==> src/core_pkg.sv <==
package core_pkg;

	// widths fixed by RV64I
	typedef logic [63:0] xlen_t;
	typedef logic [63:0] addr_t;
	typedef logic [31:0] inst_t;
	typedef logic [4:0]  reg_idx_t;
	typedef logic [1:0]  alu_op_t;

	localparam alu_op_t ALU_ADD = 2'd0;
	localparam alu_op_t ALU_SUB = 2'd1;
	localparam alu_op_t ALU_AND = 2'd2;
	localparam alu_op_t ALU_OR  = 2'd3;

	// major opcodes
	localparam logic [6:0] OPC_OP     = 7'b0110011;
	localparam logic [6:0] OPC_OP_IMM = 7'b0010011;
	localparam logic [6:0] OPC_LOAD   = 7'b0000011;
	localparam logic [6:0] OPC_STORE  = 7'b0100011;

	// addi x0, x0, 0
	localparam inst_t NOP_INST = 32'h0000_0013;
	localparam addr_t RESET_PC = 64'h0;

	localparam logic [1:0] FWD_NONE = 2'd0;
	localparam logic [1:0] FWD_MEM  = 2'd1;
	localparam logic [1:0] FWD_WB   = 2'd2;

	typedef struct packed {
		logic    reg_write;
		logic    mem_read;
		logic    mem_write;
		logic    alu_src;
		logic    mem_to_reg;
		alu_op_t alu_op;
	} ctrl_t;

	typedef struct packed {
		inst_t inst;
		addr_t pc;
	} if_id_t;

	typedef struct packed {
		ctrl_t    ctrl;
		xlen_t    rs1_val;
		xlen_t    rs2_val;
		xlen_t    imm;
		reg_idx_t rs1;
		reg_idx_t rs2;
		reg_idx_t rd;
	} id_ex_t;

	typedef struct packed {
		logic     reg_write;
		logic     mem_read;
		logic     mem_write;
		logic     mem_to_reg;
		xlen_t    alu_out;
		xlen_t    store_data;
		reg_idx_t rd;
	} ex_mem_t;

	typedef struct packed {
		logic     reg_write;
		logic     mem_to_reg;
		xlen_t    alu_out;
		xlen_t    mem_data;
		reg_idx_t rd;
	} mem_wb_t;

endpackage

==> src/pipe_regs.sv <==
`timescale 1ns/1ps

module pipe_regs import core_pkg::*; (
	input  logic    clk,
	input  logic    arst_n,
	input  logic    stall,
	input  id_ex_t  dec,
	input  xlen_t   alu_out,
	input  xlen_t   store_data,
	input  xlen_t   dmem_rdata,
	output id_ex_t  id_ex,
	output ex_mem_t ex_mem,
	output mem_wb_t mem_wb
);

	// a stall turns the ID/EX slot into a bubble
	always_ff @(posedge clk or negedge arst_n) begin
		if (!arst_n) begin
			id_ex <= '0;
		end else begin
			id_ex <= dec;
			if (stall) begin
				id_ex.ctrl <= '0;
			end
		end
	end

	// EX/MEM
	always_ff @(posedge clk or negedge arst_n) begin
		if (!arst_n) begin
			ex_mem <= '0;
		end else begin
			ex_mem.reg_write  <= id_ex.ctrl.reg_write;
			ex_mem.mem_read   <= id_ex.ctrl.mem_read;
			ex_mem.mem_write  <= id_ex.ctrl.mem_write;
			ex_mem.mem_to_reg <= id_ex.ctrl.mem_to_reg;
			ex_mem.alu_out    <= alu_out;
			ex_mem.store_data <= store_data;
			ex_mem.rd         <= id_ex.rd;
		end
	end

	// MEM/WB latches read data only for loads
	always_ff @(posedge clk or negedge arst_n) begin
		if (!arst_n) begin
			mem_wb <= '0;
		end else begin
			mem_wb.reg_write  <= ex_mem.reg_write;
			mem_wb.mem_to_reg <= ex_mem.mem_to_reg;
			mem_wb.alu_out    <= ex_mem.alu_out;
			mem_wb.mem_data   <= ex_mem.mem_read ? dmem_rdata : '0;
			mem_wb.rd         <= ex_mem.rd;
		end
	end

endmodule

==> config.mk <==
export PLATFORM = sky130hd
export DESIGN_NAME = pipe_regs
export DESIGN_NICKNAME = d
export VERILOG_FILES = /design/src/core_pkg.sv /design/src/pipe_regs.sv
export SDC_FILE = /design/constraint.sdc
export NUM_CORES = 1
export LEC_CHECK = 0
export BUFFER_PORTS_ARGS = -buffer_cell sky130_fd_sc_hd__buf_4
export CAP_MARGIN = 0
export CORE_AREA = 2 2 344 346
export DETAILED_ROUTE_END_ITERATION = 10
export DIE_AREA = 0 0 346 348
export HOLD_SLACK_MARGIN = 0.06
export PLACE_DENSITY = 0.43
export SETUP_SLACK_MARGIN = 0.1
export SLEW_MARGIN = 20
export SYNTH_ARGS = -nofsm -noshare
export SYNTH_HDL_FRONTEND = slang
export SYNTH_SLANG_ARGS = --single-unit
==> constraint.sdc <==
create_clock -name clk -period 0.86 [get_ports clk]
set_input_delay 0.086 -clock clk [delete_from_list [all_inputs] [get_ports clk]]
set_output_delay 0.086 -clock clk [all_outputs]
set_load 0.005 [all_outputs]
# [Word-level counts from Yosys, hierarchy flattened]
# Cells that the tools add are included.
[totals] elab_cells=26 input_bits=409 out_inout_bits=486 reg_bits=486
[classes] muxes=2
[ops] op="$mux W64" n=1
[ops] op="$mux W7" n=1

# [Logic depth before layout (Yosys ltp)]
# Gate-level depths: netlist of run 1.
[logic_depth] depth_word=1 depth_mapped=2 depth_no_buf=1

# [Worst setup path before layout of run 1]
# Ideal clock, no wire load.
[synth_path] kind="flip-flop to flip-flop" startpoint="register ex_mem[135] (netlist name)" endpoint="register mem_wb[10] (netlist name)" setup_time_ps=120 required_ps=740 arrival_ps=764 path_buffers=1 slack_ps=-24 stages_incl_launch_ff=3 period_less_slack_ps=884 path_cell_list="dfrtp_1 > clkbuf_2 > and2_2"
[synth_via] elab_chain_cells=1
[synth_lines] element="from (decl)" line_no="pipe_regs.sv:12" text="output ex_mem_t ex_mem,"
[synth_lines] element="$mux W64" line_no="pipe_regs.sv:51" text="mem_wb.mem_data <= ex_mem.mem_read ? dmem_rdata : '0;"
[synth_lines] element="to (decl)" line_no="pipe_regs.sv:13" text="output mem_wb_t mem_wb"
# No other way between the ends.

# [Worst setup path after layout of run 1]
[layout_path] startpoint="register ex_mem[135] (netlist name)" endpoint="output ex_mem[135] (netlist name)"
# No word-level cell between the ends.

==> results of run 1 <==
==> final cells by class <==
class                   count  share of cell area
well taps                1536             0.05975
repair buffers           1597              0.4838
clock inverters            19            0.007935
diodes                      3           0.0002334
clock buffers              84             0.05317
multi-input cells          71             0.01630
flip-flops and latches    486              0.3788
==> cells by family (layout without fill, tap and decap cells) <==
kind of cell  after synthesis  count (layout)
flops                     486             486
buf+inv                     6            1700
other cells                 0               3
simple gates               71              71
==> metrics by stage <==
step	total power [uW]	worst slack (ns)	hold WS, ns	instance area (um2)
final	58080	-0.5059	0.02847	32170
after global routing	60670	-0.5719	0.02039	32160
after CTS	58940	-0.5772	-0.001686	31990
after detailed placement	29820	-0.08435	-0.08874	21880
after global placement	29800	-0.07371	-0.08573	21880
after floorplan	25040	-0.005106	-0.2096	12720
==> registers in the layout, summed over array words and instances, names as in the netlist <==
name and cells:
id_ex 214, mem_wb 135, ex_mem 137
==> metal layers <==
layer / routed length (um) / global-route usage / up-vias / share of wire
met4: 1845 / 0.03110 / 20 / 0.025
met5: 114 / 0 / - / 0.0016
met2: 36600 / 0.2046 / 576 / 0.50
met3: 6927 / 0.04775 / 114 / 0.095
met1: 27210 / 0.1314 / 5813 / 0.37
li1: - / - / 5062 / -
==> worst max-delay path, cell delays in order (launching register included) <==
cell,delay [ns]
dfrtp_2,0.42
buf_12,0.14
buf_6,0.11
==> power groups by stage <==
stage                     clock network [uW]  logic [uW]  registers [uW]
after CTS                              26100        8070           24800
final                                  25200        8080           24800
after global routing                   27200        8610           24800
after global placement                     0        4840           25000
after detailed placement                   0        4860           25000
after floorplan                            0         134           24900
==> synthesized netlist by cell type, drive strengths merged <==
library cell,count
and2,64
clkbuf,6
dfrtp,486
nor2b,7
==> worst paths after layout <==
kind	endpoint	slack, ns	cells past startpoint
max in group asynchronous	mem_wb[79]	-0.13	4
max	ex_mem[135]	-0.51	2
max reg2reg	mem_wb[22]	-0.39	4
min	id_ex[154]	0.03	2
min reg2reg	mem_wb[109]	0.37	0
min in group clk	ex_mem[14]	0.11	2
==> timing repair <==
item / in CTS / in global routing
endpoints found under the setup margin: 550 / 1079
cloned: 4 / 0
hold buffers: 584 / 2
buffers inserted: 43 / 19
gates resized for setup: 503 / 6
hold endpoints to repair: 892 / 487
==> results.md, run 1 <==
- DR DRC count: 0
- Clock Sinks: 486
- Setup Viol. Count Final: 946
- DRT Wirelength: 72700 um
- Leakage power: 0.01502 uW
- Post-Syn Instances: 563
- Internal cell power: 44720 uW
- Clock share of power: 0.434
- Die area: 0.1204 mm2
- Fmax: 732.1 MHz
- Area contributors post-synth: dfrtp_1 96%, and2_2 3.8%, nor2b_1 0.34%
- FP Rows: 126
- Period utilisation layout: 1.588
- Startpoint types: flip-flop
- Num CTS Buffers: 58
- Most frequent cells in the layout: 585 x dlygate4sd3_1, 506 x buf_4, 486 x buf_6, 468 x dfrtp_1, 64 x and2_2
- Post-Syn Nets: 972
- Post-synthesis sequential area ratio: 0.9564
- Die width: 346 um
- Hold/Removal Path Class: primary input to async pin
- DR iter-0 viols: 411
- Post-Synthesis Cell Area: 0.01272 mm2
- Number of port buffers: 894
- Post-DRT Antenna Nets: 0
- Post-synthesis simple-gate area fraction: 0.04123
- Synth warn: 0
- Net Sw Frac: 0.2300
- Netlist cell types: 4
- Synth area leader: dfrtp_1
- Area grow syn2layout: 153.0%
- Failing checks: negative setup slack
- Initial antenna violation count: 29
- Via count: 11590
- Endpoints failing hold: 0
- First-pass GRT wire length: 101100 um
- Sequential fraction of design power: 0.426
- Htree depth: 2
- Fill count: 11760
- Largest net degree at the start of global routing: 39
- Most common cell after layout, fill and taps aside: dlygate4sd3_1
- WP data required: 0.77 ns
- First-pass DRT Iterations: 4
- Slew @ Worst Pin: 0.7168 ns
- Critical path class: flip-flop to output pin
- Share of layout cells above drive strength 1: 0.5255
- CTS tree: built
- CP Capture Type: output pin
- Psw: 13360 uW
- GR Overflow Total: 0
- Worst setup margin: -0.5059 ns
- TNS Setup: -217.36 ns
- Crit path time final: 1.366 ns
- Cell Pwr Density: 1806 mW/mm2
- Core Area: 0.1170 mm2
- CTS Root Cell: clkbuf_16
- Final estimated routing congestion in global placement: 0.9053
- Largest family of logic cells by synthesized area: simple AND/OR/NAND/NOR gates
- RR Startpoint: ex_mem[135]
- Synth Area in XOR/XNOR: 0
- Combinational fraction of design power: 0.139
- Vias in the first global route: 13790
- Peak supply drop: 1.299 mV
- Non-Filler Instances: 3796
- Status: finished with violations
- Detailed placement HPWL: 53140 um
- Clock-pin slew on the worst setup and hold paths: 0.06 ns
- Post-synthesis mux area share: 0
- Clk Latency, worst-skew pair: 0.64 ns
- Max cap viols: 0
- WL per Instance: 19.15 um
- Starting density of the core: 0.1087
- Gr usage total: 0.1171
- FF/Latch Area: 0.01218 mm2
- Final Util: 0.2750
- Final net count: 2623
- Yosys top cell area share: 0.9564
- Compound-Gate Fraction of Synth Area: 0
- Max Buffers Root-to-Sink: 3
- # IOs: 895
- Chip height: 348 um
- Slew headroom: 0.5206
- Worst path arrival time: 1.28 ns
- Area of the multi-input gates: 524.3 um2
- CP startpoint: ex_mem[135]
- FF+latch count, synth: 486
- Placed cell count: 3039
- Worst Skew: 0.03171 ns
- Worst-path maximum fanout: 2
- Adder-cell share of the synthesized area: 0
- Post-synthesis area per instance: 22.59 um2
- Vias per inst: 3.052
- Max-slew violation count: 0
- RSZ-0062 raised after global routing: yes
(Power assumes the default switching activity.)
==> run 2, diff against run 1 <==
--- a/config.mk
+++ b/config.mk
@@ -8,12 +8,12 @@
 export BUFFER_PORTS_ARGS = -buffer_cell sky130_fd_sc_hd__buf_4
 export CAP_MARGIN = 0
 export CORE_AREA = 2 2 344 346
+export CTS_BUF_LIST = sky130_fd_sc_hd__clkbuf_4 sky130_fd_sc_hd__clkbuf_8
 export DETAILED_ROUTE_END_ITERATION = 10
 export DIE_AREA = 0 0 346 348
 export HOLD_SLACK_MARGIN = 0.06
 export PLACE_DENSITY = 0.43
 export SETUP_SLACK_MARGIN = 0.1
-export SLEW_MARGIN = 20
 export SYNTH_ARGS = -nofsm -noshare
 export SYNTH_HDL_FRONTEND = slang
 export SYNTH_SLANG_ARGS = --single-unit
==> run 2 against run 1 <==
The run now fails in clock tree synthesis (4_1_cts). Synthesized cell count is the same. Synthesized area is the same.
==> results.md, run 2 <==
- Chip height: 348 um
- Starting density of the core: 0.1087
- Detailed placement HPWL: 53140 um
- Cell with the most instances after synthesis: dfrtp_1
- Post-Syn Nets: 972
- Largest family of logic cells by synthesized area: simple AND/OR/NAND/NOR gates
- Placed cell count: 3039
- Compound-Gate Fraction of Synth Area: 0
- Most frequent cells after synthesis: 486 x dfrtp_1, 64 x and2_2, 7 x nor2b_1
- Status: did not finish
- Post-synthesis mux area share: 0
- Failing step: clock tree synthesis (4_1_cts)
- Top FF cell, synth: dfrtp_1
- Post-CTS Setup Bufs: 44
- Adder-cell share of the synthesized area: 0
- CTS Hold Bufs: 649
- Max Buffers Root-to-Sink: 3
- Synth area leader: dfrtp_1
- Post-synthesis simple-gate area fraction: 0.04123
- Post-Syn Instances: 563
- Netlist cell types: 4
- Final estimated routing congestion in global placement: 0.9053
- Err: [ERROR RSZ-0060] Max buffer count reached.
- Htree depth: 3
- FF+latch count, synth: 486
- Number of synthesized flops with an enable pin: 0
- # IOs: 895
- CTS Root Cell: clkbuf_8
- Post-synthesis area per instance: 22.59 um2
- Post-CTS resize count: 502
- Number of port buffers: 894
- Synth warn: 0
- Num CTS Buffers: 88
- Die width: 346 um
- Post-Synthesis Cell Area: 0.01272 mm2
- Ys async rst share: 1.000
- FP Rows: 126
- Clock Sinks: 486
- Area contributors post-synth: dfrtp_1 96%, and2_2 3.8%, nor2b_1 0.34%
- Synth Area in XOR/XNOR: 0
- Yosys top cell area share: 0.9564
- Post-synthesis sequential area ratio: 0.9564
## run 2: cells by family after synthesis
family | Yosys count
buf+inv | 6
flops | 486
simple gates | 71
## run 2: through the flow
stage / area (um2) / utilization / worst slack, ns / setup TNS [ns]
floorplan: 12720 / - / -0.005106 / -0.3063
global placement: 21880 / 0.1871 / -0.07371 / -2.566
detailed placement: 21880 / 0.1871 / -0.08435 / -3.190
==> run 3, diff against run 2 <==
==> config.mk (replaced) <==
export PLATFORM = sky130hd
export DESIGN_NAME = pipe_regs
export DESIGN_NICKNAME = d
export VERILOG_FILES = /design/src/core_pkg.sv /design/src/pipe_regs.sv
export SDC_FILE = /design/constraint.sdc
export NUM_CORES = 1
export LEC_CHECK = 0
export BUFFER_PORTS_ARGS = -buffer_cell sky130_fd_sc_hd__buf_4
export CAP_MARGIN = 0
export CORE_AREA = 2 2 345 347
export DETAILED_ROUTE_END_ITERATION = 10
export DIE_AREA = 0 0 347 349
export PLACE_DENSITY_LB_ADDON = 0.15
export SYNTH_ARGS = -nofsm -noshare
export SYNTH_HDL_FRONTEND = slang
export SYNTH_SLANG_ARGS = --single-unit
==> constraint.sdc (replaced) <==
create_clock -name clk -period 1.1 [get_ports clk]
set_input_delay 0.11 -clock clk [delete_from_list [all_inputs] [get_ports clk]]
set_output_delay 0.11 -clock clk [all_outputs]
set_load 0.005 [all_outputs]
==> run 3 against run 2 <==
The flow now finishes, with violations (negative setup slack).
==> results.md, run 3 (synthesis gave the netlist of run 1 again) <==
- Share of layout cells above drive strength 1: 0.5543
- Most frequent cells in the layout: 486 x buf_6, 481 x dfrtp_1, 470 x buf_4, 410 x dlygate4sd3_1, 64 x and2_2
- Worst path arrival time: 1.30 ns
- Slew headroom: 0.5524
- DRT Wirelength: 60610 um
- Peak supply drop: 1.016 mV
- Vias in the first global route: 12450
- Period utilisation layout: 1.279
- CP Capture Type: output pin
- Initial antenna violation count: 11
- GR Overflow Total: 0
- Worst Skew: 0.01878 ns
- Max reg flops: 214
- Die area: 0.1211 mm2
- Endpoints failing hold: 0
- Final Util: 0.2570
- Clock Sinks: 486
- Via count: 10480
- Design area: 0.03019 mm2
- Detailed placement HPWL: 45940 um
- Cell Pwr Density: 1514 mW/mm2
- FP Rows: 126
- CTS tree: built
- Reg2Reg Depth: 3
- Worst setup margin: -0.3064 ns
- WP data required: 0.99 ns
- Die width: 347 um
- Combinational fraction of design power: 0.120
- Sequential fraction of design power: 0.422
- Non-Filler Instances: 3592
- Chip height: 349 um
- R2r setup slk: -0.09 ns
- Internal cell power: 35270 uW
- Leakage power: 0.01415 uW
- Final net count: 2412
- Net Sw Frac: 0.2284
- Biggest register: id_ex
- Worst-path maximum fanout: 2
- Placed inst area: 0.02171 mm2
- Setup Viol. Count Final: 502
- # IOs: 895
- Core Area: 0.1175 mm2
- RR Endpoint: mem_wb[6]
- Starting density of the core: 0.1083
- RSZ-0062 raised after global routing: yes
- Slew @ Worst Pin: 0.6714 ns
- Area grow syn2layout: 137.4%
- Failing checks: negative setup slack
- WL per Instance: 16.87 um
- Largest net degree at the start of global routing: 71
- Max cap viols: 0
- Startpoint types: flip-flop
- Vias per inst: 2.918
- Hold/Removal Path Class: primary input to async pin
- Fmax: 711.0 MHz
- Crit path time final: 1.406 ns
- Clock-pin slew on the worst setup and hold paths: 0.06 ns
- RR Startpoint: ex_mem[135]
- CTS Root Cell: clkbuf_16
- Critical path class: flip-flop to output pin
- Htree depth: 2
- Fin Hold WS: 0.07702 ns
- Largest regs: id_ex (214), ex_mem (137), mem_wb (135)
- Post-DRT Antenna Nets: 0
- Final estimated routing congestion in global placement: 0.7932
- Max-slew violation count: 0
- Placed cell count: 3018
- DR DRC count: 0
- First-pass GRT wire length: 85460 um
- Most common cell after layout, fill and taps aside: buf_6
- Psw: 10440 uW
- DR iter-0 viols: 354
- Gr usage total: 0.09681
- Clk Latency, worst-skew pair: 0.65 ns
- Max Buffers Root-to-Sink: 3
- Number of port buffers: 894
- First-pass DRT Iterations: 4
- Clock share of power: 0.458
- Num CTS Buffers: 61
- Setup WS pre-CTS: 0.1142 ns
- Status: finished with violations
run 3: power by group through the flow:
stage	clock (uW)	sequential (uW)	combinational, uW
finish	20900	19300	5480
global route	22600	19400	5910
CTS	21900	19300	5630
detailed placement	0	19400	3670
global placement	0	19400	3680
floorplan	0	19500	104
run 3: worst max-delay path by stage:
stage	from	to	slack, ns
2_1_floorplan	ex_mem[135]	mem_wb[10]	0.22
3_3_place_gp	ex_mem[135]	mem_wb[65]	0.13
3_5_place_dp	ex_mem[135]	mem_wb[65]	0.11
4_1_cts	ex_mem[135]	ex_mem[135]	-0.39
5_1_grt	ex_mem[135]	ex_mem[135]	-0.38
6_report	ex_mem[135]	ex_mem[135]	-0.31
run 3: worst max-delay path, cell delays in order (launching register included):
cell and delay (ns):
dfrtp_2 0.42, buf_12 0.13, buf_6 0.10
run 3: metrics by stage:
step           setup TNS [ns]  total power [uW]
2_1_floorplan               0             19580
3_3_place_gp                0             23110
3_5_place_dp                0             23100
4_1_cts               -118.21             46810
5_1_grt               -110.49             47830
6_report               -73.76             45710
run 3: cell type report:
class	instances	area, um2
multi-input cells	71	524.3
flip-flops and latches	486	12170
fillers	12280	87260
clock buffers	90	1765
well taps	1536	1922
clock inverters	23	352.8
diodes	3	7.507
repair buffers	1383	13450
run 3: what timing repair did:
item	4_1_cts	5_1_grt
pin swaps	0	0
endpoints found under the hold margin	892	0
hold buffers	411	0
buffers inserted	35	10
endpoints found under the setup margin	486	564
resized for setup	491	4
cloned	2	1
run 3: routing by layer:
metal / share of wire / vias up / routed length, um / GRT usage
met5: 0.0012 / - / 74 / 0
met4: 0.032 / 12 / 1931 / 0.03549
met3: 0.091 / 114 / 5528 / 0.03912
met2: 0.53 / 511 / 32070 / 0.1756
met1: 0.35 / 5198 / 21010 / 0.09972
li1: - / 4648 / - / -
