[config.mk]
export PLATFORM = sky130hd
export DESIGN_NAME = hazard_unit
export DESIGN_NICKNAME = d
export VERILOG_FILES = /design/src/core_pkg.sv /design/src/hazard_unit.sv
export SDC_FILE = /design/constraint.sdc
export NUM_CORES = 1
export LEC_CHECK = 0
export BUFFER_PORTS_ARGS = -buffer_cell sky130_fd_sc_hd__buf_2
export CAP_MARGIN = 0
export CELL_PAD_IN_SITES_DETAIL_PLACEMENT = 1
export CELL_PAD_IN_SITES_GLOBAL_PLACEMENT = 2
export CORE_AREA = 2 2 194 196
export DETAILED_ROUTE_END_ITERATION = 12
export DIE_AREA = 0 0 196 198
export PLACE_DENSITY_LB_ADDON = 0.25
export SLEW_MARGIN = 10
export SYNTH_ARGS = -nofsm -noshare
export SYNTH_HDL_FRONTEND = slang
export SYNTH_SLANG_ARGS = --single-unit
[constraint.sdc]
create_clock -name vclk -period 1.8
set_input_delay 0.36 -clock vclk [all_inputs]
set_output_delay 0.36 -clock vclk [all_outputs]
set_load 0.01 [all_outputs]
[src/core_pkg.sv]
package core_pkg;

	// widths fixed by RV64I
	typedef logic [63:0] xlen_t;
	typedef logic [63:0] addr_t;
	typedef logic [31:0] inst_t;
	typedef logic [4:0]  reg_idx_t;
	typedef logic [1:0]  alu_op_t;

	localparam alu_op_t ALU_ADD = 2'd0;
	localparam alu_op_t ALU_SUB = 2'd1;
	localparam alu_op_t ALU_AND = 2'd2;
	localparam alu_op_t ALU_OR  = 2'd3;

	// major opcodes
	localparam logic [6:0] OPC_OP     = 7'b0110011;
	localparam logic [6:0] OPC_OP_IMM = 7'b0010011;
	localparam logic [6:0] OPC_LOAD   = 7'b0000011;
	localparam logic [6:0] OPC_STORE  = 7'b0100011;

	// addi x0, x0, 0
	localparam inst_t NOP_INST = 32'h0000_0013;
	localparam addr_t RESET_PC = 64'h0;

	localparam logic [1:0] FWD_NONE = 2'd0;
	localparam logic [1:0] FWD_MEM  = 2'd1;
	localparam logic [1:0] FWD_WB   = 2'd2;

	typedef struct packed {
		logic    reg_write;
		logic    mem_read;
		logic    mem_write;
		logic    alu_src;
		logic    mem_to_reg;
		alu_op_t alu_op;
	} ctrl_t;

	typedef struct packed {
		inst_t inst;
		addr_t pc;
	} if_id_t;

	typedef struct packed {
		ctrl_t    ctrl;
		xlen_t    rs1_val;
		xlen_t    rs2_val;
		xlen_t    imm;
		reg_idx_t rs1;
		reg_idx_t rs2;
		reg_idx_t rd;
	} id_ex_t;

	typedef struct packed {
		logic     reg_write;
		logic     mem_read;
		logic     mem_write;
		logic     mem_to_reg;
		xlen_t    alu_out;
		xlen_t    store_data;
		reg_idx_t rd;
	} ex_mem_t;

	typedef struct packed {
		logic     reg_write;
		logic     mem_to_reg;
		xlen_t    alu_out;
		xlen_t    mem_data;
		reg_idx_t rd;
	} mem_wb_t;

endpackage

[src/hazard_unit.sv]
`timescale 1ns/1ps

module hazard_unit import core_pkg::*; (
	input  reg_idx_t    dec_rs1,
	input  reg_idx_t    dec_rs2,
	input  id_ex_t      id_ex,
	input  ex_mem_t     ex_mem,
	input  mem_wb_t     mem_wb,
	output logic        stall,
	output logic [1:0]  fwd_a,
	output logic [1:0]  fwd_b
);

	logic mem_hit_a;
	logic mem_hit_b;
	logic wb_hit_a;
	logic wb_hit_b;

	// load in EX whose result the decoding instruction needs
	assign stall = id_ex.ctrl.mem_read && (id_ex.rd != '0) &&
		((id_ex.rd == dec_rs1) || (id_ex.rd == dec_rs2));

	assign mem_hit_a = ex_mem.reg_write && (ex_mem.rd != '0) && (ex_mem.rd == id_ex.rs1);
	assign mem_hit_b = ex_mem.reg_write && (ex_mem.rd != '0) && (ex_mem.rd == id_ex.rs2);
	assign wb_hit_a  = mem_wb.reg_write && (mem_wb.rd != '0) && (mem_wb.rd == id_ex.rs1);
	assign wb_hit_b  = mem_wb.reg_write && (mem_wb.rd != '0) && (mem_wb.rd == id_ex.rs2);

	// younger result in EX/MEM takes priority
	always_comb begin
		fwd_a = FWD_NONE;
		if (mem_hit_a) begin
			fwd_a = FWD_MEM;
		end else if (wb_hit_a) begin
			fwd_a = FWD_WB;
		end
	end

	always_comb begin
		fwd_b = FWD_NONE;
		if (mem_hit_b) begin
			fwd_b = FWD_MEM;
		end else if (wb_hit_b) begin
			fwd_b = FWD_WB;
		end
	end

endmodule

* Word level (Yosys, flattened, before mapping)
Index checks and enable logic that the tools add are counted.
Widths: inputs -> output; s select.
** Storage, ports and cells
- Register bits :: 0
- Memory bits (read-only) :: 0
- Memories :: 0
- Latch bits :: 0
- Input port bits :: 496
- Bits in writable memories :: 0
- Output and inout port bits :: 5
- Word-level logic and storage cells :: 22
** Operators by class
- Reductions and logical operators :: 12
- Div/mod/pow operators :: 0
- $mul :: 0
- Muxes and demuxes :: 4
- Eq/ne operators :: 6
- Bitwise operators :: 0
- Add/sub/neg operators :: 0
- Shift operators :: 0
- Magnitude comparators :: 0
** Operators with widths (count)
- $eq 5x5->1 :: 6
- $reduce_bool 5->1 :: 3
- $logic_and 1x1->1 :: 8
- $mux 2 :: 4
- $logic_or 1x1->1 :: 1

* Logic depth before layout (Yosys ltp)
Gate-level depths: netlist (run 1).
- Depth after elaboration :: 5
- Gate-level depth with buffers :: 4
- Mapped depth without buffers :: 4

* Worst setup path before layout (run 1)
No wires, ideal clock.
- Kind :: input -> output
- From :: in ex_mem[1] in the netlist's numbering
- To :: out fwd_a[1]
- Buffers on the path :: 0
- Arrival :: 1.465 ns
- Setup slack :: -0.025 ns
- Required time :: 1.440 ns
- Stages on the path :: 4
- Cell sequence :: or4_1 -> o21ai_2 -> nor4_1 -> nor4_2
** On the way
- Cells in the longest elaborated chain, start to end :: 4
- Elaborated cells on any way between the ends :: 5
- Classes of those cells :: 1 x eq/ne; 1 x mux; 3 x reduce/logical
** RTL lines
- start, declared :: line hazard_unit.sv:7 : input ex_mem_t ex_mem,
- $reduce_bool 5->1 :: line hazard_unit.sv:23 : assign mem_hit_a = ex_mem.reg_write && (ex_mem.rd != '0) && (ex_mem.rd == id_ex.rs1);
- $logic_and 1x1->1 :: line hazard_unit.sv:23
- $logic_and 1x1->1 * :: line hazard_unit.sv:23
- via mem_hit_a :: line hazard_unit.sv:14 : logic mem_hit_a;
- $mux 2 * :: line hazard_unit.sv:31 : if (mem_hit_a) begin
- end, declared :: line hazard_unit.sv:10 : output logic [1:0] fwd_a,
Mark *: on every way through the listed nets, which the timed path passes. The rest lies on a longest branch.

* Worst setup path after layout (run 1)
- From :: in mem_wb[4] in the netlist's numbering
- To :: out fwd_b[1]
** On the way
- Cells in the longest elaborated chain, start to end :: 5
- Elaborated cells on any way between the ends :: 6
- Classes of those cells :: 1 x eq/ne; 2 x mux; 3 x reduce/logical
** RTL lines
- start, declared :: line hazard_unit.sv:8 : input mem_wb_t mem_wb,
- $reduce_bool 5->1 :: line hazard_unit.sv:26 : assign wb_hit_b = mem_wb.reg_write && (mem_wb.rd != '0) && (mem_wb.rd == id_ex.rs2);
- $logic_and 1x1->1 :: line hazard_unit.sv:26
- $logic_and 1x1->1 * :: line hazard_unit.sv:26
- $mux 2 * :: line hazard_unit.sv:42 : end else if (wb_hit_b) begin
- $mux 2 * :: line hazard_unit.sv:40 : if (mem_hit_b) begin
- end, declared :: line hazard_unit.sv:11 : output logic [1:0] fwd_b
Every way passes the cells marked *; elsewhere a longest branch is shown, timed or not.

==> results of run 1 <==
==> layout make-up <==
type,instances,area [um2]
fillers,4444,35500
well taps,474,593
repair buffers,57,358
multi-input cells,49,483
==> stage by stage <==
stage / utilization [%] / power [mW] / setup WS (ns)
finish: 3.88 / 0.195 / -0.159
CTS: 3.69 / 0.181 / -0.176
floorplan: - / 0.0626 / 0.0434
detailed placement: 3.53 / 0.165 / -0.340
global route: 3.88 / 0.213 / -0.196
global placement: 3.53 / 0.167 / -0.349
==> synth_stat cells <==
cell,count
nand3_1,4
or4_1,5
o21ai_2,1
nor4_2,2
o21ai_1,1
buf_4,2
xor2_1,20
nor3_1,2
a21oi_1,1
o21ai_0,1
nor4_1,2
xnor2_1,10
==> routing by layer <==
metal	part of all wire [%]	vias to the layer above
li1	-	289
met1	37	273
met2	53	38
met3	9.9	0
met4	0	0
met5	0	-
==> what timing repair did <==
| action | 4_1_cts | 5_1_grt |
|---|---|---|
| setup endpoints to repair | 4 | 4 |
| hold buffers | 0 | 0 |
| setup buffers | 0 | 0 |
| hold endpoints to repair | 0 | 0 |
| resized for setup | 13 | 11 |
| pin swaps | 4 | 5 |
==> logic make-up after synthesis <==
logic type      Yosys count  share of synthesized area, %
compound gates            4                          5.84
xor+xnor                 30                          64.6
buf+inv                   2                          3.69
simple gates             15                          25.8
==> report_power, final <==
group          switching, mW  total, mW  internal (mW)
combinational         0.0883      0.195          0.107
clock                      0          0              0
sequential                 0          0              0
==> worst min-delay path by stage <==
stage	from	end	cells after the start
5_1_grt	id_ex[212]	stall	4
3_5_place_dp	id_ex[212]	stall	4
2_1_floorplan	id_ex[212]	stall	2
3_3_place_gp	id_ex[212]	stall	4
6_report	id_ex[212]	stall	4
4_1_cts	id_ex[212]	stall	4
==> flow_metrics.py, run 1 <==
metrics = {
    "worst_setup_path": {
        "timing.critical_path.buf_inv": 3,
        "crit_path_max_incr_delay_ns": 0.51,
        "worstPathArrival_ns": 1.60,
        "cp.required_ns": 1.44,
        "endpoint_kind": "output pin",
        "crit_type": "input pin to output pin",
        "start_kind": "input pin",
        "crit_path_end": "fwd_b[1]",
        "cp_top_family": "simple AND/OR/NAND/NOR gates",
        "path_cells": "buf_6 -> buf_6 -> xor2_2 -> or4_4 -> nor4_2 -> buf_2",
        "crit_top_cell": "buf_6",
        "crit_path_top_delay_cell": "or4_4",
        "startpoint": "mem_wb[4]",
        "cp_max_fo": 2,
        "cp_num_cells": 6,
    },
    "detailed_routing": {
        "drt_iter0_drc": 0,
        "drc_errors": 0,
        "drtPass1Iterations": 1,
        "vias_per_cell": 1.03,
        "antenna_left": 0,
        "wl_um": 2340,
        "vias": 600,
        "post_drt_wl_per_cell_um": 4.04,
    },
    "placement": {
        "dpl_cell_area_mm2": 0.00131,
        "gp_congestion": 0.671,
        "dp_hpwl_um": 2210,
        "portBuffers": 43,
        "dp.cells": 580,
    },
    "power_and_ir_drop": {
        "ir_drop_uv": 33.5,
        "powerDensity_mw_per_mm2": 136,
        "p_leak_nw": 0.410,
    },
    "cells_and_area": {
        "design_area_mm2": 0.00143,
        "final_common_cell": "buf_2",
        "seqCellArea_um2": 0,
        "nets": 604,
        "fin_cells": 580,
        "area_growth_pct": 253,
        "antenna_cells": 0,
        "nClkBuffers": 0,
        "seq_cells": 0,
        "final_cell_mix": "37 x buf_2, 19 x xor2_1, 14 x buf_4",
        "drive_gt1_share_pct": 67.9,
    },
    "global_route": {
        "grt_usage_pct": 1.11,
        "grtUsageMet3_pct": 0.238,
        "grt_pass1_vias": 644,
        "grt.overflow.total": 0,
        "grt_max_degree": 4,
        "use_met1_pct": 1.27,
        "antenna_found_initial": 0,
        "met2_usage_pct": 2.20,
        "grt_busiest_layer": "met2",
        "grt_pass1_wl_um": 3470,
    },
    "floorplanning": {
        "core_mm2": 0.0370,
        "initial_utilization_pct": 1.10,
        "die-width_um": 196,
        "rows": 71,
        "die_h_um": 198,
        "dieArea_mm2": 0.0388,
        "io_pins": 501,
    },
    "timing": {
        "timing.final.hold_violations": 0,
        "holdWs_ns": 1.05,
        "worst_pin_slew_ns": 0.297,
        "fin_setup_tns_ns": -0.341,
        "maxSlewViolCount": 0,
        "final.period_utilization_pct": 109,
        "rsz0062_at_grt": "true",
        "setup_violations": 3,
        "fin_crit_ns": 1.96,
        "slew_headroom_pct": 80.1,
        "final.setup.worst_slack_ns": -0.159,
        "fmax_ghz": 0.511,
    },
    "run_status": {
        "violations": "negative setup slack",
        "status": "complete, but fails checks",
    },
    "logic_synthesis": {
        "synth_cells": 51,
        "synthTopCellsByArea": "xor2_1 43%, xnor2_1 22%, or4_1 9.2%, nor4_2 6.2%, nand3_1 4.9%",
        "yosysSeqAreaShare_pct": 0,
        "synth_cell_types": 12,
        "postSynthAreaPerCell_um2": 7.97,
        "syn-num-nets": 547,
        "syn-cell-area_um2": 407,
        "synth.largest_area_cell": "xor2_1",
        "synth_top_area_share_pct": 43.1,
        "synth-warning-count": 0,
    },
    "job": {
        "max_cap_viol_count": 0,
    },
    "min_path": {
        "holdCritPathClass": "input pin to output pin",
    },
}
(Power assumes the default switching activity.)
==> run 2, diff against run 1 <==
Settings changed: ABC_AREA set to 1, CORE_AREA 2 2 194 196 to 2 2 197 199, DIE_AREA 0 0 196 198 to 0 0 199 201, RECOVER_POWER set to 25.
==> run 2 against run 1 <==
Effect of this change:
- the run now ends clean
- flip-flop and latch count unchanged
- hold slack better by 0.035 ns
- sequential share of layout area unchanged
- critical endpoint is now stall
- worst setup slack improved by 0.35 ns
- cell area decreased by 0.79%
- power shrank 9.3%
- clock-buffer cell count unchanged
- die area is 3.1% higher
- combinational power fell by 9%
==> flow_metrics.py, run 2 <==
metrics = {
    "min_path": {
        "min_delay_path_depth": 4,
        "min_from": "ex_mem[136]",
        "holdPathEnd": "fwd_b[0]",
        "holdCritPathClass": "input pin to output pin",
    },
    "placement": {
        "gp_congestion": 0.626,
        "pre_cts_slack_ns": 0.134,
        "dp_hpwl_um": 3270,
        "portBuffers": 43,
    },
    "logic_synthesis": {
        "syn-num-nets": 623,
        "synth-warning-count": 0,
        "synth_cell_types": 13,
        "synthTopCellsByCount": "58 x nand2_1, 16 x inv_1, 16 x nor2_1",
        "synthTopCellsByArea": "nand2_1 38%, xnor2_1 12%, inv_1 11%, nor2_1 11%, inv_2 6.6%",
        "postSynthAreaPerCell_um2": 4.46,
        "synth_top_area_share_pct": 38.4,
        "synth.most_common_cell": "nand2_1",
        "synth.largest_area_cell": "nand2_1",
        "yosysSeqAreaShare_pct": 0,
        "syn-cell-area_um2": 567,
        "synth_cells": 127,
    },
    "worst_setup_path": {
        "timing.critical_path.buf_inv": 3,
        "crit_top_cell": "buf_2",
        "cp_num_cells": 7,
        "cp.required_ns": 1.44,
        "worstPathArrival_ns": 1.25,
        "endpoint_kind": "output pin",
        "cp_max_fo": 3,
        "crit_type": "input pin to output pin",
        "crit_path_top_delay_cell": "xor2_1",
        "start_kind": "input pin",
        "path_cells": "buf_2 -> xor2_1 -> nor2_1 -> nand3_1 -> a21oi_1 -> buf_4 -> buf_2",
        "crit_path_max_incr_delay_ns": 0.16,
        "cp_top_family": "buffers and inverters",
    },
    "floorplanning": {
        "io_pins": 501,
        "initial_utilization_pct": 1.49,
        "dieArea_mm2": 0.0400,
        "rows": 72,
        "core_mm2": 0.0381,
        "die-width_um": 199,
        "die_h_um": 201,
    },
    "detailed_routing": {
        "drc_errors": 0,
        "vias_per_cell": 1.23,
        "wl_um": 3380,
        "drtPass1Iterations": 4,
        "drt_iter0_drc": 20,
        "antenna_left": 0,
        "post_drt_wl_per_cell_um": 4.92,
        "vias": 845,
    },
    "clocking": {
        "cts_hold_buf": 0,
        "cts-resized-gates": 0,
        "postCtsSetupRepairBufs": 0,
    },
    "timing": {
        "fin_setup_tns_ns": 0,
        "timing.final.hold_violations": 0,
        "final.setup.worst_slack_ns": 0.187,
        "final.period_utilization_pct": 89.6,
        "setup_violations": 0,
        "worst_pin_slew_ns": 0.158,
        "maxSlewViolCount": 0,
        "rsz0062_at_grt": "false",
        "fin_crit_ns": 1.61,
        "fmax_ghz": 0.620,
        "holdWs_ns": 1.08,
        "slew_headroom_pct": 89.4,
    },
    "job": {
        "max_cap_viol_count": 0,
    },
    "global_route": {
        "grt_pass1_wl_um": 5200,
        "grt_usage_pct": 1.67,
        "grt_pass1_vias": 908,
        "grt_max_degree": 5,
        "antenna_found_initial": 3,
        "grt.overflow.total": 0,
    },
    "cells_and_area": {
        "drive_gt1_share_pct": 33.1,
        "final_cell_mix": "58 x nand2_1, 43 x buf_2, 17 x nor2_1",
        "nets": 667,
        "area_growth_pct": 151,
        "seq_cells": 0,
        "final_common_cell": "nand2_1",
        "seqCellArea_um2": 0,
        "final_util_pct": 3.73,
        "nClkBuffers": 0,
    },
    "power_and_ir_drop": {
        "ir_drop_uv": 14.5,
        "p_leak_nw": 0.548,
        "powerDensity_mw_per_mm2": 124,
    },
    "run_status": {
        "status": "complete, no violations",
    },
}
run 2: cell types whose count changed after synthesis, moves of 5 or more:
| cell | previous run | this run |
|---|---|---|
| inv_2 | 0 | 10 |
| xor2_1 | 20 | 3 |
| nor2_1 | 0 | 16 |
| nand2_1 | 0 | 58 |
| inv_1 | 0 | 16 |
| or4_1 | 5 | 0 |
| nand4_1 | 0 | 5 |
run 2: area by class of cell:
cell class | instances | area, um2
fill | 4611 | 36700
tap | 518 | 648
multi-input combinational | 99 | 452
timing repair buffer | 44 | 223
inverter | 26 | 97.6
antenna | 1 | 2.50
run 2: layer usage:
metal	vias to the layer above	global-route usage, %	share of wire [%]
met1	372	2.30	48
met3	4	0.386	4.3
li1	457	-	-
met2	8	2.80	47
met5	-	0	0.80
met4	4	0	0
run 2: worst max-delay path by stage:
stage	slack (ns)	startpoint	endpoint
6_report	0.19	id_ex[0]	stall
5_1_grt	0.003	id_ex[2]	stall
4_1_cts	0.13	id_ex[0]	stall
3_5_place_dp	0.13	id_ex[0]	stall
3_3_place_gp	0.14	id_ex[2]	stall
2_1_floorplan	0.58	id_ex[13]	fwd_a[1]
run 2: metrics by stage:
stage	cell area, um2	total power, mW	instances
final	1420	0.177	688
after global routing	1420	0.207	687
after CTS	1420	0.187	687
after detailed placement	1420	0.186	687
after global placement	1420	0.187	687
after floorplan	567	0.0882	127
run 2: kinds of logic (layout without fill, tap and decap cells):
logic type,count (synthesis),count (layout),synth area share (%)
compound gates,2,2,1.76
buf+inv,28,70,19.9
simple gates,86,86,61.4
xor+xnor,11,11,17.0
other cells,0,1,0
run 2: report_power, final:
part	switching [mW]	internal (mW)
clock network	0	0.0000000743
logic	0.100	0.0768
registers	0	0
==> run 3, diff against run 2 <==
Settings changed: CELL_PAD_IN_SITES_GLOBAL_PLACEMENT 2 to 1.
Clock period 1.8 ns to 1.4 ns, I/O delays scaled along.
==> run 3 against run 2 <==
Effect of this change:
- combinational power up 81%
- cell area up 20%
- power up 81%
- routed wire length down 2.7%
==> flow_metrics.py, run 3 (synthesized netlist as in run 2, its figures left out) <==
metrics = {
    "run_status": {
        "status": "complete, no violations",
    },
    "cells_and_area": {
        "final_common_cell": "nand2_1",
        "seq_cells": 0,
        "seqCellArea_um2": 0,
        "n_fill_cell": 4583,
        "nets": 670,
        "area_growth_pct": 202,
        "drive_gt1_share_pct": 57.6,
        "fin_cells": 690,
        "antenna_cells": 0,
        "nClkBuffers": 0,
        "final_util_pct": 4.49,
        "final_cell_mix": "42 x nand2_1, 21 x buf_2, 17 x nand2_2",
    },
    "power_and_ir_drop": {
        "combinationalPowerShare_pct": 100.0,
        "p_int_uw": 160,
        "sequentialPowerShare_pct": 0,
        "p_switching_uw": 160,
        "p_clk_share_pct": 0,
        "p_leak_nw": 0.619,
        "swShare_pct": 50.0,
        "powerDensity_mw_per_mm2": 187,
        "ir_drop_uv": 22.6,
    },
    "floorplanning": {
        "initial_utilization_pct": 1.49,
        "rows": 72,
        "dieArea_mm2": 0.0400,
        "core_mm2": 0.0381,
        "die_h_um": 201,
        "io_pins": 501,
        "die-width_um": 199,
    },
    "min_path": {
        "min_delay_path_depth": 4,
        "holdCritPathClass": "input pin to output pin",
    },
    "detailed_routing": {
        "drt_iter0_drc": 17,
        "vias": 871,
        "wl_um": 3290,
        "drc_errors": 0,
        "drtPass1Iterations": 4,
        "vias_per_cell": 1.26,
        "antenna_left": 0,
        "post_drt_wl_per_cell_um": 4.77,
    },
    "worst_setup_path": {
        "crit_type": "input pin to output pin",
        "endpoint_kind": "output pin",
        "start_kind": "input pin",
        "worstPathArrival_ns": 1.10,
        "cp_max_fo": 3,
        "cp.required_ns": 1.12,
    },
    "global_route": {
        "grt.overflow.total": 0,
        "antenna_found_initial": 1,
        "grt_max_degree": 5,
        "grt_pass1_wl_um": 4890,
        "grt_pass1_vias": 916,
        "grt_usage_pct": 1.56,
    },
    "placement": {
        "gp_congestion": 0.640,
        "portBuffers": 43,
        "dp.cells": 690,
        "dp_hpwl_um": 3120,
        "pre_cts_slack_ns": -0.123,
    },
    "timing": {
        "fin_crit_ns": 1.38,
        "fin_setup_tns_ns": 0,
        "rsz0062_at_grt": "true",
        "timing.final.hold_violations": 0,
        "final.period_utilization_pct": 98.6,
        "setup_violations": 0,
        "worst_pin_slew_ns": 0.196,
        "slew_headroom_pct": 86.9,
        "maxSlewViolCount": 0,
        "fmax_ghz": 0.724,
        "final.setup.worst_slack_ns": 0.0189,
    },
    "job": {
        "max_cap_viol_count": 0,
    },
    "clocking": {
        "cts_hold_buf": 0,
    },
}
run 3: cell count changes in the layout (fill, tap and decap cells not counted), sizes merged:
cell | previous run | this run
diode | 1 | 0
buf | 44 | 47
run 3: power groups by stage:
| stage | logic, mW | clock network [mW] | registers [mW] |
|---|---|---|---|
| finish | 0.320 | 0 | 0 |
| detailed placement | 0.239 | 0 | 0 |
| floorplan | 0.113 | 0 | 0 |
| CTS | 0.252 | 0 | 0 |
| global placement | 0.239 | 0 | 0 |
| global route | 0.355 | 0 | 0 |
run 3: worst paths after layout:
| path | startpoint | to | slack, ns |
|---|---|---|---|
| worst max-delay path | id_ex[1] | stall | 0.02 |
| worst min-delay path | ex_mem[136] | fwd_a[0] | 0.93 |
run 3: metal layers:
layer  share of wire, %  global-route usage [%]  vias to the layer above
met3                 12                   0.689                        2
li1                   -                       -                      464
met5               0.36                       0                        -
met2                 50                    2.82                        8
met1                 38                    1.79                      395
met4              0.030                       0                        2
run 3: stage by stage:
step                      total power, mW  area [um2]  hold WS (ns)
after floorplan                     0.113         567         0.677
after global placement              0.239        1450         0.934
after detailed placement            0.239        1450         0.935
after CTS                           0.252        1480         0.937
after global routing                0.355        1710         0.964
final                               0.320        1710         0.926
run 3: cell type report:
type | count | area [um2] | area share (%)
Tap cell | 518 | 648 | 37.9
Multi-Input combinational cell | 99 | 568 | 33.2
Timing Repair Buffer | 47 | 375 | 22.0
Inverter | 26 | 118 | 6.88
run 3: timing repair:
action                                  CTS  global route
gates resized for setup                   8            76
endpoints found under the setup margin    1             5
endpoints found under the hold margin     0             0
pin swaps                                 5            34
buffers inserted                          0             0
run 3: worst max-delay path: stages:
cell	delay [ns]
buf_8	0.10
inv_4	0.05
buf_4	0.10
nand4_1	0.10
o21ai_1	0.16
a21oi_2	0.05
buf_4	0.14
buf_6	0.11
